### src/include/rv_pipe_cfg.svh
//############################
// Sizing macros for the RV32I pipeline
// Included by the package and each RTL file
//############################
`ifndef RV_PIPE_CFG_SVH
`define RV_PIPE_CFG_SVH

// Data and address width
`define RV_XLEN        32
`define RV_REG_ADDR_W  5

// 64-entry direct-mapped BTB
`define RV_BTB_INDEX_W 6

// Program store holds 256 words
`define RV_IMEM_ADDR_W 8

`endif

### src/design/rv_pipe_pkg.sv
//############################
// Opcodes, ALU ops and pipeline register types
//############################
`include "rv_pipe_cfg.svh"

package rv_pipe_pkg;

    // Major opcodes of the supported subset
    typedef enum logic [6:0] {
        OPC_OP     = 7'b0110011,
        OPC_OP_IMM = 7'b0010011,
        OPC_BRANCH = 7'b1100011,
        OPC_JAL    = 7'b1101111
    } opcode_e;

    typedef enum logic [2:0] {
        ALU_ADD,
        ALU_SUB,
        ALU_AND,
        ALU_OR,
        ALU_XOR,
        ALU_SLT
    } alu_op_e;

    // Decoded control, travels with the instruction into EX
    typedef struct packed {
        alu_op_e alu_op;
        logic    use_imm;
        logic    reg_wr;
        logic    is_branch;
        logic    is_jal;
        logic    br_ne;
    } ctrl_t;

    typedef struct packed {
        logic                valid;
        logic [`RV_XLEN-1:0] pc;
        logic [`RV_XLEN-1:0] instr;
        logic                btb_hit;
    } if_id_t;

    typedef struct packed {
        logic                      valid;
        ctrl_t                     ctrl;
        logic [`RV_XLEN-1:0]       pc;
        logic [`RV_REG_ADDR_W-1:0] rs1;
        logic [`RV_REG_ADDR_W-1:0] rs2;
        logic [`RV_REG_ADDR_W-1:0] rd;
        logic [`RV_XLEN-1:0]       rs1_val;
        logic [`RV_XLEN-1:0]       rs2_val;
        logic [`RV_XLEN-1:0]       imm;
        logic                      btb_hit;
    } id_ex_t;

    // Shared by EX/MEM and MEM/WB
    typedef struct packed {
        logic                      reg_wr;
        logic [`RV_REG_ADDR_W-1:0] rd;
        logic [`RV_XLEN-1:0]       data;
    } wb_t;

endpackage

### src/design/decode_stage.sv
//############################
// Control decode, immediates, register file
// and the ID/EX register
//############################
`include "rv_pipe_cfg.svh"

module decode_stage (
    input  logic                clk_i,
    input  logic                rst_i,
    input  rv_pipe_pkg::if_id_t if_id_i,
    input  logic                flush_i,
    input  rv_pipe_pkg::wb_t    wb_i,
    output rv_pipe_pkg::id_ex_t id_ex_o
);

    import rv_pipe_pkg::*;

    logic [`RV_XLEN-1:0]       regs_q [0:31];
    logic [6:0]                opcode;
    logic [2:0]                funct3;
    logic [`RV_REG_ADDR_W-1:0] rs1, rs2, rd;
    logic [`RV_XLEN-1:0]       rs1_val, rs2_val, imm;
    ctrl_t                     ctrl;

    assign opcode = if_id_i.instr[6:0];
    assign funct3 = if_id_i.instr[14:12];
    assign rd     = if_id_i.instr[11:7];
    assign rs1    = if_id_i.instr[19:15];
    assign rs2    = if_id_i.instr[24:20];

    // Shared by OP and OP-IMM; sub only set for register ops
    function automatic alu_op_e alu_sel(input logic [2:0] f3, input logic sub);
        case (f3)
            3'b000:  alu_sel = sub ? ALU_SUB : ALU_ADD;
            3'b010:  alu_sel = ALU_SLT;
            3'b100:  alu_sel = ALU_XOR;
            3'b110:  alu_sel = ALU_OR;
            3'b111:  alu_sel = ALU_AND;
            default: alu_sel = ALU_ADD;
        endcase
    endfunction

    always_comb begin
        ctrl = '0;
        imm  = {{20{if_id_i.instr[31]}}, if_id_i.instr[31:20]};
        case (opcode)
            OPC_OP: begin
                ctrl.alu_op = alu_sel(funct3, if_id_i.instr[30]);
                ctrl.reg_wr = (rd != '0);
            end
            OPC_OP_IMM: begin
                ctrl.alu_op  = alu_sel(funct3, 1'b0);
                ctrl.use_imm = 1'b1;
                ctrl.reg_wr  = (rd != '0);
            end
            OPC_BRANCH: begin
                ctrl.is_branch = 1'b1;
                ctrl.br_ne     = funct3[0];
                imm = {{19{if_id_i.instr[31]}}, if_id_i.instr[31], if_id_i.instr[7],
                       if_id_i.instr[30:25], if_id_i.instr[11:8], 1'b0};
            end
            OPC_JAL: begin
                ctrl.is_jal = 1'b1;
                ctrl.reg_wr = (rd != '0);
                imm = {{11{if_id_i.instr[31]}}, if_id_i.instr[31], if_id_i.instr[19:12],
                       if_id_i.instr[20], if_id_i.instr[30:21], 1'b0};
            end
            default: ctrl = '0;
        endcase
    end

    // x0 reads as zero, a write landing this edge is bypassed
    assign rs1_val = (rs1 == '0) ? '0 :
                     (wb_i.reg_wr && wb_i.rd == rs1) ? wb_i.data : regs_q[rs1];
    assign rs2_val = (rs2 == '0) ? '0 :
                     (wb_i.reg_wr && wb_i.rd == rs2) ? wb_i.data : regs_q[rs2];

    always_ff @(posedge clk_i) begin
        if (wb_i.reg_wr) begin
            regs_q[wb_i.rd] <= wb_i.data;
        end
    end

    always_ff @(posedge clk_i or posedge rst_i) begin
        if (rst_i) begin
            id_ex_o <= '0;
        end else begin
            id_ex_o.valid   <= if_id_i.valid && !flush_i;
            id_ex_o.ctrl    <= ctrl;
            id_ex_o.pc      <= if_id_i.pc;
            id_ex_o.rs1     <= rs1;
            id_ex_o.rs2     <= rs2;
            id_ex_o.rd      <= rd;
            id_ex_o.rs1_val <= rs1_val;
            id_ex_o.rs2_val <= rs2_val;
            id_ex_o.imm     <= imm;
            id_ex_o.btb_hit <= if_id_i.btb_hit;
        end
    end

    supported_instr_a: assert property (@(posedge clk_i) disable iff (rst_i)
        if_id_i.valid |-> (opcode inside {OPC_OP, OPC_OP_IMM, OPC_BRANCH, OPC_JAL})
            && (opcode != OPC_BRANCH || funct3[2:1] == 2'b00));

endmodule

### config.mk
export PLATFORM = sky130hd
export DESIGN_NAME = decode_stage
export DESIGN_NICKNAME = d
export VERILOG_FILES = /design/src/design/rv_pipe_pkg.sv /design/src/design/decode_stage.sv
export VERILOG_INCLUDE_DIRS = /design/src /design/src/include
export SDC_FILE = /design/constraint.sdc
export NUM_CORES = 2
export LEC_CHECK = 0
export ABC_CLOCK_PERIOD_IN_PS = 3800
export CORE_UTILIZATION = 48
export DETAILED_ROUTE_END_ITERATION = 8
export DONT_BUFFER_PORTS = 1
export PLACE_DENSITY_LB_ADDON = 0.05
export SLEW_MARGIN = 20
export SYNTH_ARGS = -nofsm -noshare
export SYNTH_HDL_FRONTEND = slang
export SYNTH_SLANG_ARGS = --single-unit
### constraint.sdc
create_clock -name clk_i -period 3.8 [get_ports clk_i]
set_clock_uncertainty 0.15 [all_clocks]
set_input_delay 0.19 -clock clk_i [delete_from_list [all_inputs] [get_ports clk_i]]
set_output_delay 0.19 -clock clk_i [all_outputs]
set_load 0.01 [all_outputs]
======== Word level (Yosys, flattened, before mapping) ========
Memory sizes are Yosys's and may differ from the RTL's.
Cells that the tools add are included.
W data, S select, Z words.
storage, ports and cells
  register bits after elaboration ......... 142
  memory bits (writable) .................. 1,024
  input bits .............................. 107
  output and inout bits ................... 153
  word-level logic and storage cells ...... 51
  memories kept ........................... 1
memories
  name    words  width  rd ports  clocked after memory_dff  write ports  RTL line            source
  regs_q  32     32     2         0                         1            decode_stage.sv:18  logic [`RV_XLEN-1:0] regs_q [0:31];
cells by class
  equality and inequality tests ........... 10
  mux-type cells .......................... 16
  reductions and logical operators ........ 9
operator list
  cell                  count
  $mux W32              4
  $pmux W20 S2          1
  $pmux W3 S5           1
  $eq A7 B7 Y1 const B  2
  $pmux W3 S4           1
  $eq A5 B5 Y1          2
  $logic_not A5 Y1      2
  $eq A3 B3 Y1 const B  3
  $mux W1               8
  $eq A7 B5 Y1 const B  1
  $eq A7 B6 Y1 const B  1
  $pmux W3 S2           1
  $reduce_bool A5 Y1    1
  $eq A3 B2 Y1 const B  1
  $logic_and A1 B1 Y1   3
  $logic_not A3 Y1      1
  $reduce_or A3 Y1      1
  $logic_not A1 Y1      1

======== Depth between registers and ports, before layout ========
  word-level depth ........................ 4
  depth in mapped cells ................... 11
  mapped depth without buffers ............ 6

======== Worst setup path after synthesis ========
No wires, ideal clock.
  path kind ............................... input port to flip-flop
  start ................................... in wb_i[37] (netlist bit)
  end ..................................... mem regs_q[28][0] (netlist bit) (enable)
  library setup time ...................... 421 ps
  data arrival time ....................... 2,394 ps
  required time ........................... 3,229 ps
  slack ................................... 835 ps
  cell stages on the path ................. 4
  path buffers ............................ 2
  cell sequence ........................... clkbuf_1 -> or3b_2 -> clkbuf_1 -> nor2_1
between the ends
  cells in the longest elaborated chain, start to end .. 2
RTL lines
  element                        RTL line            source
  start: declaration             decode_stage.sv:12  input rv_pipe_pkg::wb_t wb_i,
  $mux W1                        decode_stage.sv:79  if (wb_i.reg_wr) begin
  $mux W1 (not written as such)  decode_stage.sv:80  regs_q[wb_i.rd] <= wb_i.data;
  end: declaration               decode_stage.sv:18
Every way passes these cells.

======== Worst setup path after layout ========
  start ................................... in if_id_i[23] (netlist bit)
  end ..................................... reg id_ex_o[47] (netlist bit)
between the ends
  cells in the longest elaborated chain, start to end .. 4
  elaborated cells on any way between the ends .. 6
  classes of those cells .................. eq/ne (1); mux (2); reduce/logical (2); memory (1)
RTL lines
  element                                                  RTL line            source
  start: declaration                                       decode_stage.sv:10  input rv_pipe_pkg::if_id_t if_id_i,
  branches (longest 3 deep; another with $mem_v2 Z32 W32)  --
  $mux W32 *                                               decode_stage.sv:75  assign rs2_val = (rs2 == '0) ? '0 :
  net rs2_val[14]                                          decode_stage.sv:22  logic [`RV_XLEN-1:0] rs1_val, rs2_val, imm;
  end: declaration                                         decode_stage.sv:13  output rv_pipe_pkg::id_ex_t id_ex_o
Mark *: on every way through the listed nets, which the timed path passes.

==> impl_metrics.yaml <==
sta:
  report.final.slew_viol_count: 0
  finalCritPeriodShare_pct: 84.53
  fmax_mhz: 311.3
  relSlewSlack_pct: 18.07
  final_hold_viol_count: 0
  setup_tns_ns: 0
  whs_ns: 0.03505
  setup_viol: 0
  worst_slew_pin_slew_ns: 1.229
  rsz0062_at_grt: "no"
  min_period_ns: 3.212
floorplanning:
  die_w_um: 330.3
  row_count: 120
  start_util_pct: 48.40
  core-area_um2: 106900
  io_pins: 260
  dieHeight_um: 330.3
  dieArea_um2: 109100
clocking:
  insertion_delay_ns: 0.74
  cts_max_path_buffers: 3
  cts_buffers: 132
  clkSinkCount: 1166
  htreeDepth: 4
  ctsResizeCount: 0
  clk_pin_slew_ns: 0.06
  clockRootBuffer: "clkbuf_16"
  cts_tree: "yes"
power:
  p_clk_share_pct: 43.9
  peakVddDrop_mv: 0.3792
  p_seq_share_pct: 48.7
  p_switching_mw: 6.598
  power_frac_comb_pct: 7.3
  powerDensity_nw_per_um2: 492.0
  p_leak_nw: 19.71
  power_switching_share_pct: 22.21
  intPower_mw: 23.11
detailed_routing:
  drt_iter0_markers: 4096
  wl_per_cell_um: 39.72
  via_count: 30488
  drc: 2
  firstDrtPassIters: 9
  viasPerCell: 6.943
  wirelength_um: 174400
  antenna_left: 0
worst_setup_path:
  critPathKind: "input port to flop"
  cp-startpoint: "if_id_i[23]"
  start_kind: "input port"
  cp.depth: 9
  cpMaxStageDelayCell: "dlygate4sd3_1"
  crit_top_cell: "dlygate4sd3_1"
  path_delay_family: "buffers and inverters"
  arrival_ns: 3.68
  cp-end-kind: "flop"
  crit_buf_inv: 6
  max_stage_delay_ns: 0.59
  timing.rr.start: "regs_q[15][14]"
  rr_worst_depth: 5
  cp.required_ns: 4.27
  cp_max_fo: 48
  cp_cell_sequence: "dlygate4sd3_1 > buf_12 > buf_16 > inv_4 > buf_4 > mux2i_1 > a32oi_1 > a32o_1 > dlygate4sd3_1"
flow_run:
  drv_cap: 0
worst_hold_path:
  hp-class: "input port to flop"
  min_path_cells: 3
  min_from: "if_id_i[25]"
synthesis:
  yosys_warnings: 0
  synth_area_leaders: "edfxtp_1 (59%), mux4_2 (21%), dfrtp_1 (6.9%)"
  ys_seq_area_share_pct: 66.30
  ys_async_sr_fraction_pct: 12.18
  ys_ff_latch: 1166
  synth_top_area_share_pct: 59.44
  yosysTopAreaCell: "edfxtp_1"
  syn_nets: 2774
  ys_types: 56
  synth-edff-count: 1024
  synthFlopType: "edfxtp_1"
  netlist_area_um2: 51740
  syn_area_per_cell_um2: 19.40
  synthCells: 2667
placement:
  dpl.hpwl_um: 95380
  place_inst: 3937
  routabilityCongestion: 0.8305
  io_buffers: 0
grt:
  grt_max_degree: 260
  grt_pass1_vias: 30837
  grt_usage_pct: 32.32
  grt_first_pass_wirelength_um: 241400
  grt-ovfl-total: 0
  antenna_found_initial: 6
final_layout:
  layout_common_cells: "edfxtp_1 (1,024), mux4_2 (472), dlygate4sd3_1 (171), dfrtp_1 (141), clkbuf_16 (138)"
  nNetsFinal: 2989
  layout_commonest_cell: "edfxtp_1"
  area_growth_pct: 16.70
  finalNonFillerCells: 4391
  post_route_cells_drive_above_1_share_pct: 28.67
status:
  violations: "design-rule violations"
  status: "finished, violations left"
==> flip-flops by register name, indices dropped and copies added, names as in the netlist <==
signal / count
regs_q: 1024
id_ex_o: 142
==> per-layer routing <==
metal  track usage (%)  vias up  part of all wire [%]
li1                  -    11788                     -
met1             45.99    16494                    40
met2             49.14     1938                    46
met3             8.462      268                    11
met4             9.968        0                   3.0
met5                 0        -                     0
==> stage by stage <==
| stage | worst slack [ns] | total power, mW | utilization (%) | area, µm² |
|---|---|---|---|---|
| detailed placement | 1.059 | 16.29 | 49.94 | 53390 |
| global placement | 1.129 | 16.29 | 49.94 | 53390 |
| floorplan | 0.8351 | 16.01 | - | 51740 |
| CTS | 0.6665 | 29.82 | 56.45 | 60340 |
| global route | 0.5955 | 30.39 | 56.47 | 60370 |
| finish | 0.5880 | 29.71 | 56.48 | 60370 |
==> power groups by stage <==
stage | combinational (mW) | sequential (mW) | clock, mW
4_1_cts | 2.14 | 14.5 | 13.2
5_1_grt | 2.26 | 14.5 | 13.6
3_3_place_gp | 1.55 | 14.7 | 0
6_report | 2.18 | 14.5 | 13.0
2_1_floorplan | 1.38 | 14.6 | 0
3_5_place_dp | 1.55 | 14.7 | 0
==> final cells by class <==
class | instances | area [µm²]
flip-flops and latches | 1166 | 34300
repair buffers | 293 | 3431
well taps | 1403 | 1755
clock buffers | 182 | 3779
clock inverters | 56 | 650.6
inverters | 5 | 25.02
multi-input cells | 1284 | 16420
fillers | 8055 | 46530
diodes | 2 | 5.005
==> synth_stat cells (all sizes together), types with 3 or more instances <==
cell	instances
a311oi	4
a22o	3
nor3	24
mux2	17
or3	4
a22oi	45
a221oi	24
o221ai	7
edfxtp	1024
or3b	3
nor3b	3
xnor2	3
nor2b	14
a21oi	20
nor2	94
mux2i	116
nand3b	7
nor4	6
nand2	130
mux4	481
a32o	37
a211oi	29
a32oi	13
nand3	28
o22ai	81
clkbuf	69
nand2b	7
xor2	8
buf	143
o21ai	42
and2	13
dfrtp	142
a31oi	5
inv	3
==> tightest hold or removal path: stages <==
cell and delay (ns):
nor2b_2 0.27, nand3_1 0.12, a32o_1 0.27
==> repair_timing <==
item,CTS,global route
hold buffers,209,5
buffers inserted,0,0
endpoints found under the hold margin,1368,166
==> final timing paths <==
kind	end	slack [ns]
max in group asynchronous	id_ex_o[76]	2.43
min	id_ex_o[40]	0.04
max reg2reg	id_ex_o[47]	1.33
min in group asynchronous	id_ex_o[143]	0.56
max	id_ex_o[47]	0.59
min reg2reg	id_ex_o[57]	0.74
==> cells by family after synthesis <==
family                    Yosys count  synth area share, %
xor gates and xnor gates           11               0.1862
muxes                             614                23.62
AOI/OAI and AO/OA                 319                4.450
DFF                              1166                66.30
and+or+nand+nor                   340                2.965
buffers and inverters             217                2.476
Note: power is estimated with default switching activity, not from simulation.
