`src/include/rv_pipe_cfg.svh`:
```
//############################
// Sizing macros for the RV32I pipeline
// Included by the package and each RTL file
//############################
`ifndef RV_PIPE_CFG_SVH
`define RV_PIPE_CFG_SVH

// Data and address width
`define RV_XLEN        32
`define RV_REG_ADDR_W  5

// 64-entry direct-mapped BTB
`define RV_BTB_INDEX_W 6

// Program store holds 256 words
`define RV_IMEM_ADDR_W 8

`endif

```
`src/design/rv_pipe_pkg.sv`:
```
//############################
// Opcodes, ALU ops and pipeline register types
//############################
`include "rv_pipe_cfg.svh"

package rv_pipe_pkg;

    // Major opcodes of the supported subset
    typedef enum logic [6:0] {
        OPC_OP     = 7'b0110011,
        OPC_OP_IMM = 7'b0010011,
        OPC_BRANCH = 7'b1100011,
        OPC_JAL    = 7'b1101111
    } opcode_e;

    typedef enum logic [2:0] {
        ALU_ADD,
        ALU_SUB,
        ALU_AND,
        ALU_OR,
        ALU_XOR,
        ALU_SLT
    } alu_op_e;

    // Decoded control, travels with the instruction into EX
    typedef struct packed {
        alu_op_e alu_op;
        logic    use_imm;
        logic    reg_wr;
        logic    is_branch;
        logic    is_jal;
        logic    br_ne;
    } ctrl_t;

    typedef struct packed {
        logic                valid;
        logic [`RV_XLEN-1:0] pc;
        logic [`RV_XLEN-1:0] instr;
        logic                btb_hit;
    } if_id_t;

    typedef struct packed {
        logic                      valid;
        ctrl_t                     ctrl;
        logic [`RV_XLEN-1:0]       pc;
        logic [`RV_REG_ADDR_W-1:0] rs1;
        logic [`RV_REG_ADDR_W-1:0] rs2;
        logic [`RV_REG_ADDR_W-1:0] rd;
        logic [`RV_XLEN-1:0]       rs1_val;
        logic [`RV_XLEN-1:0]       rs2_val;
        logic [`RV_XLEN-1:0]       imm;
        logic                      btb_hit;
    } id_ex_t;

    // Shared by EX/MEM and MEM/WB
    typedef struct packed {
        logic                      reg_wr;
        logic [`RV_REG_ADDR_W-1:0] rd;
        logic [`RV_XLEN-1:0]       data;
    } wb_t;

endpackage

```
`src/design/branch_resolve_if.sv`:
```
//############################
// Branch outcome from EX to the BTB
//############################
`include "rv_pipe_cfg.svh"

interface branch_resolve_if;

    logic                valid;
    logic [`RV_XLEN-1:0] pc;
    logic [`RV_XLEN-1:0] target;
    logic                taken;
    // Whether fetch predicted this instruction taken
    logic                pred_hit;

    modport execute (output valid, pc, target, taken, pred_hit);
    modport predictor (input valid, pc, target, taken, pred_hit);

endinterface

```
`src/design/btb_predictor.sv`:
```
//############################
// Always-taken BTB with mispredict
// detection and redirect PC
//############################
`include "rv_pipe_cfg.svh"

module btb_predictor (
    input  logic                clk_i,
    input  logic                rst_i,
    input  logic [`RV_XLEN-1:0] fetch_pc_i,
    output logic                pred_hit_o,
    output logic [`RV_XLEN-1:0] pred_target_o,
    output logic                redirect_o,
    output logic [`RV_XLEN-1:0] redirect_pc_o,
    branch_resolve_if.predictor resolve
);

    localparam int ENTRIES = 1 << `RV_BTB_INDEX_W;
    localparam int TAG_W   = `RV_XLEN - `RV_BTB_INDEX_W - 2;

    logic [ENTRIES-1:0]  valid_q;
    logic [TAG_W-1:0]    tag_q    [0:ENTRIES-1];
    logic [`RV_XLEN-1:0] target_q [0:ENTRIES-1];

    logic [`RV_BTB_INDEX_W-1:0] rd_index, wr_index;
    logic [TAG_W-1:0]           rd_tag, wr_tag;

    assign rd_index = fetch_pc_i[`RV_BTB_INDEX_W+1:2];
    assign rd_tag   = fetch_pc_i[`RV_XLEN-1:`RV_BTB_INDEX_W+2];
    assign wr_index = resolve.pc[`RV_BTB_INDEX_W+1:2];
    assign wr_tag   = resolve.pc[`RV_XLEN-1:`RV_BTB_INDEX_W+2];

    // A hit means predict taken
    assign pred_hit_o    = valid_q[rd_index] && (tag_q[rd_index] == rd_tag);
    assign pred_target_o = target_q[rd_index];

    // Prediction and outcome disagree
    assign redirect_o    = resolve.valid && (resolve.pred_hit != resolve.taken);
    assign redirect_pc_o = resolve.taken ? resolve.target : resolve.pc + `RV_XLEN'd4;

    // Taken outcomes allocate; not-taken ones leave the entry alone
    always_ff @(posedge clk_i or posedge rst_i) begin
        if (rst_i) begin
            valid_q <= '0;
        end else if (resolve.valid && resolve.taken) begin
            valid_q[wr_index] <= 1'b1;
        end
    end

    always_ff @(posedge clk_i) begin
        if (resolve.valid && resolve.taken) begin
            tag_q[wr_index]    <= wr_tag;
            target_q[wr_index] <= resolve.target;
        end
    end

    // An entry still tagged with this PC holds the target EX computes
    hit_target_a: assert property (@(posedge clk_i) disable iff (rst_i)
        resolve.valid && resolve.pred_hit && valid_q[wr_index] && tag_q[wr_index] == wr_tag
            |-> target_q[wr_index] == resolve.target);

endmodule

```
`src/design/fetch_stage.sv`:
```
//############################
// PC, next-PC select and IF/ID register
//############################
`include "rv_pipe_cfg.svh"

module fetch_stage (
    input  logic                clk_i,
    input  logic                rst_i,
    input  logic                run_i,
    input  logic [`RV_XLEN-1:0] instr_i,
    output logic [`RV_XLEN-1:0] pc_o,
    output rv_pipe_pkg::if_id_t if_id_o,
    output logic                flush_o,
    branch_resolve_if.predictor resolve
);

    logic                pred_hit, redirect;
    logic [`RV_XLEN-1:0] pred_target, redirect_pc, pc_q, next_pc;

    btb_predictor btb_predictor_i (
        .clk_i         (clk_i),
        .rst_i         (rst_i),
        .fetch_pc_i    (pc_q),
        .pred_hit_o    (pred_hit),
        .pred_target_o (pred_target),
        .redirect_o    (redirect),
        .redirect_pc_o (redirect_pc),
        .resolve       (resolve)
    );

    // Redirect wins over the BTB, which wins over PC+4
    assign next_pc = redirect ? redirect_pc :
                     pred_hit ? pred_target : pc_q + `RV_XLEN'd4;

    assign pc_o    = pc_q;
    assign flush_o = redirect;

    always_ff @(posedge clk_i or posedge rst_i) begin
        if (rst_i) begin
            pc_q    <= '0;
            if_id_o <= '0;
        end else begin
            // Parked at zero while stopped
            pc_q            <= run_i ? next_pc : '0;
            if_id_o.valid   <= run_i && !redirect;
            if_id_o.pc      <= pc_q;
            if_id_o.instr   <= instr_i;
            if_id_o.btb_hit <= pred_hit;
        end
    end

endmodule

```
`src/flat_wrapper.sv`:
```
// flat-port wrapper written by rule: the top's interface ports become plain ports
module fetch_stage_flat 
  (clk_i, rst_i, run_i, instr_i, pc_o, if_id_o, flush_o, resolve_valid, resolve_pc, resolve_target, resolve_taken, resolve_pred_hit);
  branch_resolve_if resolve_i ();
  input  logic clk_i;
  input  logic rst_i;
  input  logic run_i;
  input  logic [`RV_XLEN-1:0] instr_i;
  output logic [`RV_XLEN-1:0] pc_o;
  output rv_pipe_pkg::if_id_t if_id_o;
  output logic flush_o;
  input wire logic [$bits(resolve_i.valid)-1:0] resolve_valid;
  input wire logic [$bits(resolve_i.pc)-1:0] resolve_pc;
  input wire logic [$bits(resolve_i.target)-1:0] resolve_target;
  input wire logic [$bits(resolve_i.taken)-1:0] resolve_taken;
  input wire logic [$bits(resolve_i.pred_hit)-1:0] resolve_pred_hit;
  assign resolve_i.valid = resolve_valid;
  assign resolve_i.pc = resolve_pc;
  assign resolve_i.target = resolve_target;
  assign resolve_i.taken = resolve_taken;
  assign resolve_i.pred_hit = resolve_pred_hit;
  fetch_stage u_core (.clk_i(clk_i), .rst_i(rst_i), .run_i(run_i), .instr_i(instr_i), .pc_o(pc_o), .if_id_o(if_id_o), .flush_o(flush_o), .resolve(resolve_i));
endmodule
```
`config.mk`:
```
export PLATFORM = sky130hd
export DESIGN_NAME = fetch_stage_flat
export DESIGN_NICKNAME = d
export VERILOG_FILES = /design/src/design/rv_pipe_pkg.sv /design/src/design/branch_resolve_if.sv /design/src/design/btb_predictor.sv /design/src/design/fetch_stage.sv /design/src/flat_wrapper.sv
export VERILOG_INCLUDE_DIRS = /design/src /design/src/include
export SDC_FILE = /design/constraint.sdc
export NUM_CORES = 2
export LEC_CHECK = 0
export BUFFER_PORTS_ARGS = -buffer_cell sky130_fd_sc_hd__buf_2
export CAP_MARGIN = 0
export CORE_MARGIN = 2
export CORE_UTILIZATION = 39
export CTS_CLUSTER_SIZE = 24
export DETAILED_ROUTE_END_ITERATION = 8
export PLACE_DENSITY_LB_ADDON = 0.1
export SYNTH_ARGS = -nofsm -noshare
export SYNTH_HDL_FRONTEND = slang
export SYNTH_SLANG_ARGS = --single-unit
export TNS_END_PERCENT = 50
```
`constraint.sdc`:
```
create_clock -name clk_i -period 4.7 [get_ports clk_i]
set_clock_uncertainty 0.2 [all_clocks]
set_input_delay 0.47 -clock clk_i [delete_from_list [all_inputs] [get_ports clk_i]]
set_output_delay 0.47 -clock clk_i [all_outputs]
set_load 0.01 [all_outputs]
```
### Yosys cells after proc, flatten, opt, wreduce, memory -nomap -nowiden

Memories as Yosys holds them, arrays and structs flattened.
Index checks and enable logic that the tools add are counted.
Widths: inputs -> output; s select.

| word-level totals | value |
|---|---|
| output and inout bits | 99 |
| flip-flop bits (word level) | 162 |
| memories kept | 2 |
| memory bits (writable) | 3,584 |
| bits of input ports | 102 |

| operators by class | value |
|---|---|
| reductions and logical operators | 6 |
| order comparisons | 3 |
| eq/ne operators | 2 |
| muxes and demuxes | 10 |
| add/sub/neg operators | 2 |
| bitwise logic cells | 1 |

Memories:

| memory | words | width | read ports | clocked after memory_dff | write ports | RTL line | source |
|---|---|---|---|---|---|---|---|
| u_core.btb_predictor_i.target_q | 64 | 32 | 1 | 0 | 1 | btb_predictor.sv:23 | `` logic [`RV_XLEN-1:0] target_q [0:ENTRIES-1]; `` |
| u_core.btb_predictor_i.tag_q | 64 | 24 | 1 | 0 | 1 | btb_predictor.sv:22 | `logic [TAG_W-1:0] tag_q [0:ENTRIES-1];` |

Operator list:

| operator | count |
|---|---|
| $mux 32 | 4 |
| $add 32x3->32 const B | 2 |
| $or 64x64->64 | 1 |
| $eq 24x24->1 | 1 |
| $lt 6x7->1 const B | 2 |
| $bmux 1 s6 | 1 |
| $demux 1 s6 | 1 |
| $ge 6x1->1 const B | 1 |
| $logic_and 1x1->1 | 5 |
| $mux 1 | 4 |
| $logic_not 1->1 | 1 |
| $ne 1x1->1 | 1 |

### Longest topological paths before layout

| logic depth | value |
|---|---|
| depth in word-level cells | 6 |
| gate-level depth with buffers | 21 |
| depth with buffers taken out | 10 |

### Modules after synthesis

From an unflattened synthesis, not the netlist that was laid out.

| second synthesis, totals | value |
|---|---|
| cells, all modules | 6,143 |
| area total of the unflattened synthesis | 143,392.5 um^2 |

By module, submodules not included:

| module | area an instance (um^2) | cells an instance | times used | seq. area each (um^2) |
|---|---|---|---|---|
| btb_predictor | 139,739.0 | 5,849 | 1 | 109,224.8 |
| fetch_stage | 3,653.5 | 294 | 1 | 2,452.4 |

### Worst setup path before layout

OpenSTA, ideal clock, no wires.

| timing path | value |
|---|---|
| path type | input to register |
| start point | input port resolve_pc[4] |
| end point | memory u_core.btb_predictor_i.tag_q[63][0] (netlist bit), enable pin |
| buffers on the path | 2 |
| setup slack | 0.220 ns |
| stages on the path | 5 |
| data arrival time | 3.809 ns |
| cell sequence | clkbuf_1 -> nand3_1 -> or2_2 -> clkbuf_1 -> nor2_1 |

RTL lines:

| what | RTL line | source |
|---|---|---|
| start, declared | flat_wrapper.sv:13 | `input wire logic [$bits(resolve_i.pc)-1:0] resolve_pc;` |
| end, declared | btb_predictor.sv:22 |  |

Straight into the memory's write port.

### Worst setup path in the final report

| timing path | value |
|---|---|
| start point | register u_core.pc_q[7], in the netlist u_core.pc_o[7] |
| end point | register u_core.pc_q[14], in the netlist u_core.pc_o[14] |

| on the way | value |
|---|---|
| word-level cells in the longest chain between the ends | 6 |
| elaborated cells on any way between the ends | 10 |

RTL lines:

| what | RTL line | source |
|---|---|---|
| start, declared | fetch_stage.sv:18 | `` logic [`RV_XLEN-1:0] pred_target, redirect_pc, pc_q, next_pc; `` |
| start signal, assigned | fetch_stage.sv:44 | `pc_q <= run_i ? next_pc : '0;` |
| $mem_v2 64x24 / $bmux 1 s6 (equally long branches) | n/a |  |
| $eq 24x24->1 / $mux 1 (equally long branches) | btb_predictor.sv:34 | `assign pred_hit_o = valid_q[rd_index] && (tag_q[rd_index] == rd_tag);` |
| $logic_and 1x1->1 | btb_predictor.sv:34 |  |
| $mux 32 (*) | fetch_stage.sv:33 | `` pred_hit ? pred_target : pc_q + `RV_XLEN'd4; `` |
| $mux 32 (*) | fetch_stage.sv:32 | `assign next_pc = redirect ? redirect_pc :` |
| $mux 32 (*) | fetch_stage.sv:44 |  |

Every way passes the cells marked *; elsewhere a longest branch is shown, timed or not. The select of a mux whose other input is x is not followed.
A chain may end at the register's enable or synchronous reset.

==> run metrics <==
depth of the CTS H-tree=5; area of all placed cells without fillers=170,400 µm²; metal2 WL=249,400 µm; Worst EP required=5300 ps; internal power=0.05844 W; count of final hold-check violations=0; startpoint class of the critical path=register; area used by multi-input combinational logic=31,470 µm²; initial cell density of the core=39.17%; detailed placer's ending HPWL=279,600 µm; net switching power of the design=0.01770 W; root buffer cell=clkbuf_16; WL met1=204,500 µm; result of the run=finished with violations; Remaining DRCs=0; Worst slew margin=13.54%; number of ports placed on the die boundary=201; fillers=31,060; placement-stage cell area=155,700 µm²; Post-synth EDFFs=3,584; post-synthesis register bit count=3,746; CTS sink count=3,746; max-cap violation count=0; TritonCTS clock tree=yes; overall die area=375,300 µm²; post-synth top area share=74.50%; number of DRC markers in iteration 0=10,330; final net count=7,342; worst setup timing slack at the placement stage=-719.6 ps; vias in the first global route=74,750; worst-path maximum fanout=20; Peak supply drop=0.2886 mV; setup violation total in the final timing report=23; maximum number of pins on one net before global-route repair=114; top metal layer carrying routed signals=met5; slowest library cell on the worst path=dfrtp_2; delay of the slowest cell on the worst path=730 ps; clock network power share=41.4%; cell accounting for the most synthesized area=edfxtp_1; top cell family by delay on the critical path=simple AND/OR/NAND/NOR gates; Buffers on Ports=200; layout cell share with drive strength beyond 1=33.13%; clock-pin slew on the worst setup and hold paths=60 ps; total clock buffers created by CTS=405; Yosys warning total=0; Primary FF master, synth=edfxtp_1; violated checks=negative setup slack; switching portion of total power=23.25%; summed instance area of the synthesized netlist=144,500 µm²; layout overhead on the synthesized area=17.94%; die width=612.6 µm; total power consumption of the routed design=0.07614 W; CORE AREA=368,900 µm²; async set-reset flop share out of synthesis=4.325%; measured slew at the worst slew-check pin=1297 ps; CP endpoint kind=register; Min Clock Period, post-route=4756 ps; power density over the cells=446.9 nW/µm²; overall via count from detail_route=74,980; number of buffers on the longest clock path=4; first-pass iteration count of the detailed router=6; sequence of cells on the critical path=buf_12 > nand2_1 > o31ai_2 > nor4_4 > or4_4 > nand4bb_4 > or4_4 > nor2_4 > buf_12 > o311ai_1; final weighted congestion in routability-driven placement=0.8314; Mapped Nets=6,444; clock latency of the later-clocked register in the worst-skew pair=980 ps; total buffers and inverters traversed by the critical path=2; final routed wire length divided by cell count=40.29 µm; total gr overflow=0; kind of critical path=register to register; gate count after technology mapping=6,340; die outline height=612.6 µm; number of distinct library cells after synthesis=81; final-report max-slew violation count=0; path type of the worst min-delay path=input port to register; final setup margin=-56.35 ps; routed wire length=505,200 µm; global-route total usage across every layer=26.69%; combinational share of power=10.0%; share of the cycle needed by the critical path after routing=101.2%; count of standard-cell rows=223; sequential cell fraction of total power=48.6%; data arrival time at the worst-slack endpoint=5360 ps; post-synthesis sequential area ratio=77.30%; global-route wire length before repair=671,800 µm; Hold Slack=55.30 ps; area occupied by registers=111,700 µm²; Max Freq=0.2102 GHz; Lkg Pwr=53.90 nW; initial antenna violation count=42; Met3 Routed Length=34,080 µm; vias per inst=5.978; post-synthesis average cell area=22.79 µm²; largest cells by area after synthesis=edfxtp_1, mux4_2, dfrtp_1; Routed Antenna Nets=0
## metal layers
metal,global-route usage [%],vias up
met5,0,-
met4,8.106,6
met3,3.516,747
met2,44.60,3377
met1,36.56,42070
li1,-,28780
## final cells by class
type	count	share of cell area (%)
Clock inverter	221	1.184
Sequential cell	3746	65.56
Tap cell	4950	3.635
Inverter	15	0.04112
Clock buffer	527	6.460
Timing Repair Buffer	838	4.638
Antenna cell	12	0.01762
Multi-Input combinational cell	2232	18.47
## kinds of logic after synthesis
logic type      count (synthesis)  synth area share [%]
compound gates                359                 1.800
buf+inv                       362                 1.418
flops                        3746                 77.30
mux                          1224                 17.03
xor+xnor                       79                0.4789
simple gates                  568                 1.956
fa+ha+maj                       2               0.01732
## cells in the mapped netlist, drive strengths merged (16+ instances only)
| library cell | count |
|---|---|
| o221ai | 17 |
| a21oi | 30 |
| xnor2 | 45 |
| nand3 | 40 |
| mux4 | 983 |
| mux2i | 203 |
| xor2 | 34 |
| o21ai | 62 |
| dfrtp | 162 |
| nand2b | 17 |
| nand2 | 178 |
| edfxtp | 3584 |
| a22oi | 61 |
| nand4 | 37 |
| buf | 240 |
| nor2 | 120 |
| mux2 | 38 |
| clkbuf | 107 |
| o211ai | 30 |
| o311ai | 16 |
| o22ai | 24 |
| a221oi | 28 |
| or2 | 71 |
| nor2b | 20 |
## metrics by stage
stage / util [%] / TNS, ps / instances
final: 46.19 / -767.9 / 12540
after global routing: 46.18 / -33.13 / 12530
after CTS: 46.14 / -7.605 / 12530
after detailed placement: 42.22 / -16560 / 11660
after global placement: 42.22 / -16010 / 11660
after floorplan: - / 0 / 6340
## cells in the final DEF, fill, tap and decap left out, types with 40 or more instances in the layout
master,Yosys,layout
edfxtp_1,3584,3584
clkbuf_16,0,417
buf_12,0,131
clkinv_2,0,66
a22oi_1,61,58
clkinv_1,1,87
mux2i_1,203,203
dlygate4sd3_1,0,106
nor2_1,119,50
or2_2,69,69
mux4_2,983,983
clkbuf_1,107,93
xnor2_1,45,44
nand2_1,177,177
nor2_4,0,67
o21ai_0,61,58
dfrtp_1,162,156
buf_4,61,383
buf_2,113,200
nand3_1,40,40
## worst paths after layout
| check | from | endpoint | slack (ps) | cells after the start |
|---|---|---|---|---|
| hold / removal | resolve_valid | u_core.pc_o[1] | 60 | 4 |
| setup reg to reg | u_core.pc_o[7] | u_core.pc_o[14] | -60 | 10 |
| max in group asynchronous | rst_i | u_core.btb_predictor_i.valid_q[13] | 2720 | 5 |
| hold reg to reg | u_core.btb_predictor_i.valid_q[62] | u_core.btb_predictor_i.valid_q[62] | 260 | 1 |
| min in group asynchronous | rst_i | u_core.if_id_o[25] | 590 | 4 |
| setup / recovery | u_core.pc_o[7] | u_core.pc_o[14] | -60 | 10 |
## state kept, by name, indices dropped and copies added (netlist names)
name and cells:
u_core.if_id_o 66, u_core.btb_predictor_i.valid_q 64, u_core.btb_predictor_i.tag_q 1536, u_core.pc_o 32, u_core.btb_predictor_i.target_q 2048
## repair_timing
action,in CTS,in global routing
pin swaps,6,14
endpoints found under the setup margin,33,33
hold endpoints to repair,1156,0
buffers inserted,16,2
resized for setup,32,29
cloned,2,1
hold buffers,106,0
## power by group through the flow
stage               registers [W]  clock network [W]  logic, W
floorplan                  0.0376                  0   0.00432
global placement           0.0377                  0   0.00739
detailed placement         0.0377                  0   0.00742
CTS                        0.0370             0.0320   0.00764
global route               0.0370             0.0333   0.00797
finish                     0.0370             0.0315   0.00763
## tightest hold or removal path, cell delays in order
cell,delay [ps]
buf_2,110
nand2_1,300
o2111ai_1,180
o211ai_1,100
No activity file was read; power rests on OpenSTA's default activity.
